[config.mk]
export PLATFORM = sky130hd
export DESIGN_NAME = timer_subsys_top
export DESIGN_NICKNAME = d
export VERILOG_FILES = /design/src/hw/ahb_pkg.sv /design/src/hw/timer_pkg.sv /design/src/hw/ahb_resp_mux.sv /design/src/hw/ahb_slot_decoder.sv /design/src/hw/ahb_timer.sv /design/src/hw/timer_subsys_top.sv
export VERILOG_INCLUDE_DIRS = /design/src /design/src/hw
export SDC_FILE = /design/constraint.sdc
export NUM_CORES = 1
export LEC_CHECK = 0
export BUFFER_PORTS_ARGS = -buffer_cell sky130_fd_sc_hd__buf_2
export CORE_MARGIN = 2
export CORE_UTILIZATION = 40
export CTS_BUF_LIST = sky130_fd_sc_hd__clkbuf_4
export CTS_CLUSTER_DIAMETER = 60
export DETAILED_ROUTE_END_ITERATION = 10
export PLACE_DENSITY = 0.54
export SLEW_MARGIN = 5
export SYNTH_ARGS = -nofsm -noshare
export SYNTH_HDL_FRONTEND = slang
export SYNTH_HIERARCHICAL = 1
export SYNTH_SLANG_ARGS = --single-unit
[constraint.sdc]
create_clock -name hclk_i -period 5.1 [get_ports hclk_i]
set_input_delay 1.275 -clock hclk_i [delete_from_list [all_inputs] [get_ports hclk_i]]
set_output_delay 1.275 -clock hclk_i [all_outputs]
set_load 0.03 [all_outputs]
[src/hw/soc_cfg.svh]
// Timer subsystem build constants
// Slot count, bus widths, slot address map, register word offsets

`ifndef SOC_CFG_SVH
`define SOC_CFG_SVH

// Bus
`define HADDR_W     32
`define HDATA_W     32

// Timer slots with a 16-byte window each
`define TMR_SLOTS   4
`define TMR_BASE    32'h4000_0000   // Slot 0 base
`define TMR_STRIDE  32'h0000_0100   // Distance between slot bases
`define TMR_MASK    32'hFFFF_FFF0   // Window mask

// Register offsets inside a window
`define REG_CTRL    32'h0
`define REG_COMPARE 32'h4
`define REG_COUNT   32'h8
`define REG_STATUS  32'hC

`endif

[src/hw/ahb_pkg.sv]
// AHB-Lite bus types
// Address and data words, transfer encoding, per-slot request, error FSM states

`include "soc_cfg.svh"

package ahb_pkg;

   typedef logic [`HADDR_W-1:0] haddr_t;
   typedef logic [`HDATA_W-1:0] hdata_t;

   // HTRANS encoding
   typedef enum logic [1:0] {
      IDLE   = 2'b00,
      BUSY   = 2'b01,
      NONSEQ = 2'b10,
      SEQ    = 2'b11
   } htrans_e;

   // Address-phase request as seen by one slot
   typedef struct packed {
      logic       sel;     // Valid transfer, HREADY high, window hit
      logic       write;
      logic [1:0] word;    // haddr[3:2]
   } ahb_req_t;

   // Default-slave states for the two-cycle ERROR response
   typedef enum logic [1:0] {
      ERR_IDLE   = 2'b00,
      ERR_FIRST  = 2'b01,   // hready low, hresp high
      ERR_SECOND = 2'b10    // hready high, hresp high
   } err_state_e;

endpackage

[src/hw/timer_pkg.sv]
// Timer register types
// Register select, control word layout, slot index

`include "soc_cfg.svh"

package timer_pkg;

   // Word address inside the window picks the register
   typedef enum logic [1:0] {
      CTRL    = 2'((`REG_CTRL) >> 2),
      COMPARE = 2'((`REG_COMPARE) >> 2),
      COUNT   = 2'((`REG_COUNT) >> 2),
      STATUS  = 2'((`REG_STATUS) >> 2)
   } reg_sel_e;

   // CTRL register
   typedef struct packed {
      logic [`HDATA_W-3:0] rsvd;     // Reads as zero
      logic                irq_en;   // Bit 1
      logic                enable;   // Bit 0
   } tmr_ctrl_t;

   typedef logic [$clog2(`TMR_SLOTS)-1:0] slot_idx_t;

endpackage

[src/hw/ahb_resp_mux.sv]
// Data-phase response path
// Owner slot register, read-data select, HREADY and HRESP shaping

`timescale 1ns/1ps
`include "soc_cfg.svh"

module ahb_resp_mux (
   input  logic                  hclk_i,
   input  logic                  reset_i,
   input  logic [`TMR_SLOTS-1:0] slot_hit_i,
   input  ahb_pkg::err_state_e   err_state_i,
   input  ahb_pkg::hdata_t       slot_rdata_i [`TMR_SLOTS],
   output ahb_pkg::hdata_t       hrdata_o,
   output logic                  hready_o,
   output logic                  hresp_o
);

   import ahb_pkg::*;
   import timer_pkg::*;

   typedef struct packed {
      logic      vld;
      slot_idx_t idx;
   } owner_t;

   owner_t owner_d;
   owner_t owner_q;

   // One-hot hit to slot index
   always_comb begin
      owner_d = '0;
      for (int i = 0; i < `TMR_SLOTS; i++) begin
         if (slot_hit_i[i]) begin
            owner_d.vld = 1'b1;
            owner_d.idx = slot_idx_t'(i);
         end
      end
   end

   always_ff @(posedge hclk_i) begin
      if (reset_i) begin
         owner_q <= '0;
      end else begin
         owner_q <= owner_d;     // Hits are already gated by HREADY
      end
   end

   assign hrdata_o = owner_q.vld ? slot_rdata_i[owner_q.idx] : '0;

   // Only the first error cycle stalls the bus
   assign hready_o = (err_state_i != ERR_FIRST);
   assign hresp_o  = (err_state_i != ERR_IDLE);

endmodule

[src/hw/ahb_slot_decoder.sv]
// Address-phase decoder for the timer slots
// Mask-and-base window match, qualified per-slot requests, default-slave FSM

`timescale 1ns/1ps
`include "soc_cfg.svh"

module ahb_slot_decoder (
   input  logic                  hclk_i,
   input  logic                  reset_i,
   input  ahb_pkg::haddr_t       haddr_i,
   input  ahb_pkg::htrans_e      htrans_i,
   input  logic                  hwrite_i,
   input  logic                  hready_i,
   output ahb_pkg::ahb_req_t     slot_req_o [`TMR_SLOTS],
   output logic [`TMR_SLOTS-1:0] slot_hit_o,
   output ahb_pkg::err_state_e   err_state_o
);

   import ahb_pkg::*;
   import timer_pkg::*;

   logic                  xfer_ok;    // Address phase accepted this edge
   logic [`TMR_SLOTS-1:0] win_hit;
   logic                  unmapped;
   err_state_e            err_state_q;
   err_state_e            err_state_d;

   function automatic haddr_t slot_base(input slot_idx_t idx);
      return `TMR_BASE + haddr_t'(idx) * `TMR_STRIDE;
   endfunction

   ////////////////////////////////////////////////////////////////////////////
   // Window match

   // Only NONSEQ and SEQ count, and only while the bus is ready
   assign xfer_ok = hready_i && (htrans_i == NONSEQ || htrans_i == SEQ);

   for (genvar i = 0; i < `TMR_SLOTS; i++) begin : g_slot
      assign win_hit[i] = (haddr_i & `TMR_MASK) == slot_base(slot_idx_t'(i));

      assign slot_req_o[i] = '{sel:   xfer_ok & win_hit[i],
                               write: hwrite_i,
                               word:  haddr_i[3:2]};
   end

   assign slot_hit_o = win_hit & {`TMR_SLOTS{xfer_ok}};   // One-hot or zero
   assign unmapped   = xfer_ok & ~(|win_hit);

   ////////////////////////////////////////////////////////////////////////////
   // Default slave

   always_comb begin
      err_state_d = err_state_q;
      case (err_state_q)
         ERR_IDLE: begin
            if (unmapped) begin
               err_state_d = ERR_FIRST;
            end
         end
         ERR_FIRST: begin
            err_state_d = ERR_SECOND;   // Master holds its address here
         end
         ERR_SECOND: begin
            // hready is back so a new address phase may start here
            err_state_d = unmapped ? ERR_FIRST : ERR_IDLE;
         end
         default: begin
            err_state_d = ERR_IDLE;
         end
      endcase
   end

   always_ff @(posedge hclk_i) begin
      if (reset_i) begin
         err_state_q <= ERR_IDLE;
      end else begin
         err_state_q <= err_state_d;
      end
   end

   assign err_state_o = err_state_q;

endmodule

[src/hw/ahb_timer.sv]
// One timer peripheral on an AHB-Lite slot
// Register bank (CTRL, COMPARE, COUNT, STATUS), free-running counter,
// compare match and interrupt

`timescale 1ns/1ps

module ahb_timer (
   input  logic              hclk_i,
   input  logic              reset_i,
   input  ahb_pkg::ahb_req_t req_i,
   input  ahb_pkg::hdata_t   hwdata_i,
   output ahb_pkg::hdata_t   rdata_o,
   output logic              irq_o
);

   import ahb_pkg::*;
   import timer_pkg::*;

   ahb_req_t  req_q;        // Request held for the data phase
   reg_sel_e  sel_q;
   logic      wr_en;

   tmr_ctrl_t ctrl_q;
   hdata_t    compare_q;
   hdata_t    count_q;
   logic      pending_q;
   logic      match;

   ////////////////////////////////////////////////////////////////////////////
   // Data-phase capture

   // Decoder has already qualified sel with transfer type and HREADY
   always_ff @(posedge hclk_i) begin
      if (reset_i) begin
         req_q <= '0;
      end else begin
         req_q <= req_i;
      end
   end

   assign sel_q = reg_sel_e'(req_q.word);
   assign wr_en = req_q.sel & req_q.write;

   ////////////////////////////////////////////////////////////////////////////
   // Registers

   always_ff @(posedge hclk_i) begin
      if (reset_i) begin
         ctrl_q    <= '0;
         compare_q <= '1;          // Match as late as possible
      end else if (wr_en) begin
         case (sel_q)
            CTRL: begin
               ctrl_q.enable <= hwdata_i[0];
               ctrl_q.irq_en <= hwdata_i[1];
            end
            COMPARE: begin
               compare_q <= hwdata_i;
            end
            default: begin
            end
         endcase
      end
   end

   assign match = ctrl_q.enable && (count_q == compare_q);

   // Counter where a bus write takes priority over counting
   always_ff @(posedge hclk_i) begin
      if (reset_i) begin
         count_q <= '0;
      end else if (wr_en && sel_q == COUNT) begin
         count_q <= hwdata_i;
      end else if (match) begin
         count_q <= '0;            // Wrap at COMPARE
      end else if (ctrl_q.enable) begin
         count_q <= count_q + 1'b1;
      end
   end

   // Pending flag where write-one-to-clear beats a match
   always_ff @(posedge hclk_i) begin
      if (reset_i) begin
         pending_q <= 1'b0;
      end else if (wr_en && sel_q == STATUS && hwdata_i[0]) begin
         pending_q <= 1'b0;
      end else if (match) begin
         pending_q <= 1'b1;
      end
   end

   ////////////////////////////////////////////////////////////////////////////
   // Read data and interrupt

   always_comb begin
      rdata_o = '0;
      case (sel_q)
         CTRL:    rdata_o = hdata_t'(ctrl_q);
         COMPARE: rdata_o = compare_q;
         COUNT:   rdata_o = count_q;
         STATUS:  rdata_o = hdata_t'(pending_q);
         default: rdata_o = '0;
      endcase
   end

   assign irq_o = pending_q & ctrl_q.irq_en;

endmodule

[src/hw/timer_subsys_top.sv]
// Timer subsystem top level
// Slot decoder, generate loop of timers, response mux

`timescale 1ns/1ps
`include "soc_cfg.svh"

module timer_subsys_top (
   input  logic                  hclk_i,
   input  logic                  reset_i,
   input  ahb_pkg::haddr_t       haddr_i,
   input  ahb_pkg::htrans_e      htrans_i,
   input  logic                  hwrite_i,
   input  ahb_pkg::hdata_t       hwdata_i,
   output ahb_pkg::hdata_t       hrdata_o,
   output logic                  hready_o,
   output logic                  hresp_o,
   output logic [`TMR_SLOTS-1:0] irq_o
);

   import ahb_pkg::*;

   ahb_req_t              slot_req   [`TMR_SLOTS];
   hdata_t                slot_rdata [`TMR_SLOTS];
   logic [`TMR_SLOTS-1:0] slot_hit;     // Accepted address phase, one-hot
   err_state_e            err_state;

   ahb_slot_decoder inst_decoder (
      .hclk_i      ( hclk_i    ),
      .reset_i     ( reset_i   ),
      .haddr_i     ( haddr_i   ),
      .htrans_i    ( htrans_i  ),
      .hwrite_i    ( hwrite_i  ),
      .hready_i    ( hready_o  ),    // HREADY fed back from the mux
      .slot_req_o  ( slot_req  ),
      .slot_hit_o  ( slot_hit  ),
      .err_state_o ( err_state ) );

   for (genvar i = 0; i < `TMR_SLOTS; i++) begin : g_timer
      ahb_timer inst_timer (
         .hclk_i   ( hclk_i        ),
         .reset_i  ( reset_i       ),
         .req_i    ( slot_req[i]   ),
         .hwdata_i ( hwdata_i      ),
         .rdata_o  ( slot_rdata[i] ),
         .irq_o    ( irq_o[i]      ) );
   end

   ahb_resp_mux inst_resp_mux (
      .hclk_i       ( hclk_i     ),
      .reset_i      ( reset_i    ),
      .slot_hit_i   ( slot_hit   ),
      .err_state_i  ( err_state  ),
      .slot_rdata_i ( slot_rdata ),
      .hrdata_o     ( hrdata_o   ),
      .hready_o     ( hready_o   ),
      .hresp_o      ( hresp_o    ) );

endmodule

==> flow_metrics.py <==
metrics = {
    "run_status": {
        "status": "completed",
    },
    "logic_synthesis": {
        "syn_nets": 2399,
        "synth_top_flop_cell": "dfxtp_1",
        "async_reset_ff_frac": 0,
        "yosys.cell_types.count": 53,
        "synth_edf_count": 0,
        "ys_seq_area_frac": 0.318,
        "yosysWarnings": 6,
        "syn_area_mm2": 0.0182,
        "synthCells": 2326,
        "synth_area_per_cell_um2": 7.83,
        "ys_ff_latch": 289,
    },
    "cells_and_area": {
        "fillers": 4637,
        "final_nets": 2399,
        "utilization": 0.438,
        "areaGrowthSynthToFinish_pct": 8.62,
        "drive_above_1_share": 0.133,
    },
    "clock_network": {
        "cts_buffers": 84,
        "cts_tree": "built",
        "cts-root-buf": "clkbuf_4",
        "clock_latency_ns": 0.80,
        "cts_setup_buffers": 0,
        "path_clk_slew_ns": 0.06,
        "cts_sinks": 289,
        "cts_hold_buf": 0,
        "clockBufferDepth": 3,
        "cts_resized": 0,
        "cts.htree.levels": 3,
    },
    "sta": {
        "fmax_mhz": 219,
        "min_period_ns": 4.57,
        "rsz0062_at_grt": "no",
        "period_share": 0.896,
        "drv_slew": 0,
        "setup_viol": 0,
        "slew_headroom": 0.117,
        "clock_skew_ns": 0.0493,
        "worstMarginPinSlew_ns": 1.32,
        "finalHoldViolCount": 0,
        "tns_ns": 0,
    },
    "critical_path": {
        "cp.required_ns": 3.83,
        "crit_path_start_kind": "flip-flop",
        "crit_path_max_incr_delay_ns": 0.79,
        "critical_path.cell_chain": "nor2b_2 > buf_4 > a22o_1 > mux2i_1 > o22ai_1 > buf_2",
        "crit_type": "flip-flop to output port",
        "worst_setup_path_end_kind": "output port",
        "critPathMaxFanout": 20,
        "arrival_ns": 3.30,
        "cp_top_family": "simple AND/OR/NAND/NOR gates",
        "crit_buf_inv": 2,
        "cp_slowest_cell": "nor2b_2",
    },
    "power_and_ir_drop": {
        "pwr-share-seq": 0.467,
        "power.density_mw_per_mm2": 246,
        "finalPower_mw": 4.86,
        "clock_power_share": 0.460,
        "power_switching_mw": 1.33,
        "p_sw_frac": 0.274,
        "internal_power_mw": 3.53,
        "p_leak_nw": 7.68,
        "power_frac_comb": 0.073,
        "ir_drop_v": 0.000140,
    },
    "detailed_routing": {
        "via_per_inst": 6.09,
        "route.vias.total": 18227,
        "wl_per_cell_um": 24.3,
        "drc": 0,
        "dr.first_iter.drc_count": 2049,
        "ant_nets": 0,
        "drt-total-wl_um": 72600,
        "firstDrtPassIters": 5,
    },
    "hold_path": {
        "hp-class": "flip-flop to flip-flop",
    },
    "die": {
        "ioPinCount": 107,
        "initial_core_util": 0.403,
        "core-area_mm2": 0.0452,
        "die_w_um": 217,
        "die_h_um": 217,
        "rows": 78,
        "dieArea_mm2": 0.0473,
    },
    "grt": {
        "met2_usage": 0.476,
        "grt_max_degree": 84,
        "grt_pass1_vias": 17010,
        "antenna_found_initial": 5,
        "gr-usage-met3": 0.0667,
        "grt_usage": 0.300,
        "grt_busiest_layer": "met2",
        "met1_usage": 0.384,
        "gr-total-overflow": 0,
        "grt_first_pass_wirelength_um": 106000,
    },
    "placed_design": {
        "place_hpwl_um": 48300,
        "gp_congestion": 0.999,
        "port_buffers": 103,
    },
    "job": {
        "maxCapViolations": 0,
    },
}
power groups by stage:
stage | Combinational [mW] | Clock, mW | Sequential (mW)
2_1_floorplan | 0.158 | 0 | 2.32
3_3_place_gp | 0.337 | 0 | 2.32
3_5_place_dp | 0.340 | 0 | 2.32
4_1_cts | 0.341 | 2.30 | 2.27
5_1_grt | 0.355 | 2.43 | 2.27
6_report | 0.353 | 2.24 | 2.27
cell families (layout without fill, tap and decap cells):
group | count (synthesis) | count (layout) | share of synthesized area
AO/OA/AOI/OAI | 455 | 455 | 0.161
XOR/XNOR | 220 | 220 | 0.106
adder cells (fa/ha/maj) | 4 | 4 | 0.00275
buffers and inverters | 242 | 304 | 0.0620
flip-flops | 289 | 289 | 0.318
multiplexers | 76 | 76 | 0.0445
other | 0 | 3 | 0
AND/OR/NAND/NOR | 1040 | 1040 | 0.306
flip-flops by register name, indices dropped and copies added (netlist names):
| signal | flops |
|---|---|
| g_timer.inst_timer/compare_q | 128 |
| inst_decoder/err_state_o | 2 |
| g_timer.inst_timer/count_q | 128 |
| g_timer.inst_timer/sel_q | 8 |
| g_timer.inst_timer/pending_q | 4 |
| g_timer.inst_timer/ctrl_q | 8 |
| g_timer.inst_timer/req_q | 8 |
| inst_resp_mux/owner_q | 3 |
final cells by class:
type / instances / area, µm² / share of cell area
multi-input cells: 1795 / 11300 / 0.572
flip-flops and latches: 289 / 5790 / 0.293
clock buffers: 125 / 938 / 0.0474
repair buffers: 139 / 801 / 0.0405
well taps: 600 / 751 / 0.0379
clock inverters: 23 / 115 / 0.00582
inverters: 17 / 63.8 / 0.00323
diodes: 3 / 7.51 / 0.000379
routing by layer:
metal | wire length [µm] | share of wire | up-vias
met3 | 6660 | 0.092 | 184
met1 | 29600 | 0.41 | 8759
met2 | 32700 | 0.45 | 872
met4 | 3640 | 0.050 | 0
li1 | - | - | 8412
met5 | 0 | 0 | -
synth_stat cells, types with 5 or more instances:
cell type	n	area [µm²]
a21oi_1	146	731
a22o_1	120	1050
a31oi_1	16	100
and2_1	12	75.1
and3_1	112	701
and4_1	12	105
buf_2	48	240
buf_4	19	143
clkbuf_1	147	552
dfxtp_1	289	5790
inv_1	9	33.8
mux2i_1	72	721
nand2_1	335	1260
nand3_1	233	1170
nand3b_1	12	90.1
nand4_1	76	475
nor2_1	92	345
nor2b_1	36	225
nor3_1	26	130
nor4_1	21	131
nor4_4	16	340
nor4b_1	17	149
o21a_1	5	37.5
o21ai_0	40	200
o21ai_1	24	120
o22ai_1	84	526
or3_1	5	31.3
or4b_1	8	80.1
xnor2_1	160	1400
xor2_1	60	526
path summary, 6_finish.rpt:
path                              startpoint                                 to  slack, ns  depth (start not counted)
max           g_timer[2].inst_timer/sel_q[0]                       hrdata_o[31]       0.53                          6
min reg2reg      inst_decoder/err_state_o[1]        inst_decoder/err_state_o[1]       0.44                          1
min              inst_decoder/err_state_o[1]        inst_decoder/err_state_o[1]       0.44                          1
max reg2reg  g_timer[3].inst_timer/ctrl_q[0]  g_timer[3].inst_timer/count_q[21]       2.19                          6
cells in the final DEF, fill, tap and decap left out, drive strengths merged, types with 64 or more instances in the layout:
cell    instances
mux2i          72
and3          112
a22o          120
a21oi         146
buf           139
nor2           92
o22ai          84
xnor2         160
clkbuf        125
dfxtp         289
nand4          77
o21ai          64
nand3         233
nand2         335
metrics by stage:
stage	cell area (µm²)	hold WS, ns	cells	setup WS [ns]
final	19800	0.436	2991	0.528
after floorplan	18200	0.401	2326	2.03
after global placement	18700	0.419	2840	1.45
after CTS	19800	0.436	2988	0.568
after detailed placement	18700	0.428	2840	1.41
after global routing	19800	0.465	2990	0.371
worst register-to-register path, stage by stage (launching register included):
cell and delay, ns:
dfxtp_1 0.73, inv_2 0.45, nor2_1 0.17, nor4b_2 0.34, and3_1 0.39, or4_1 0.52
o22ai_1 0.18
No activity file was read; power rests on OpenSTA's default activity.
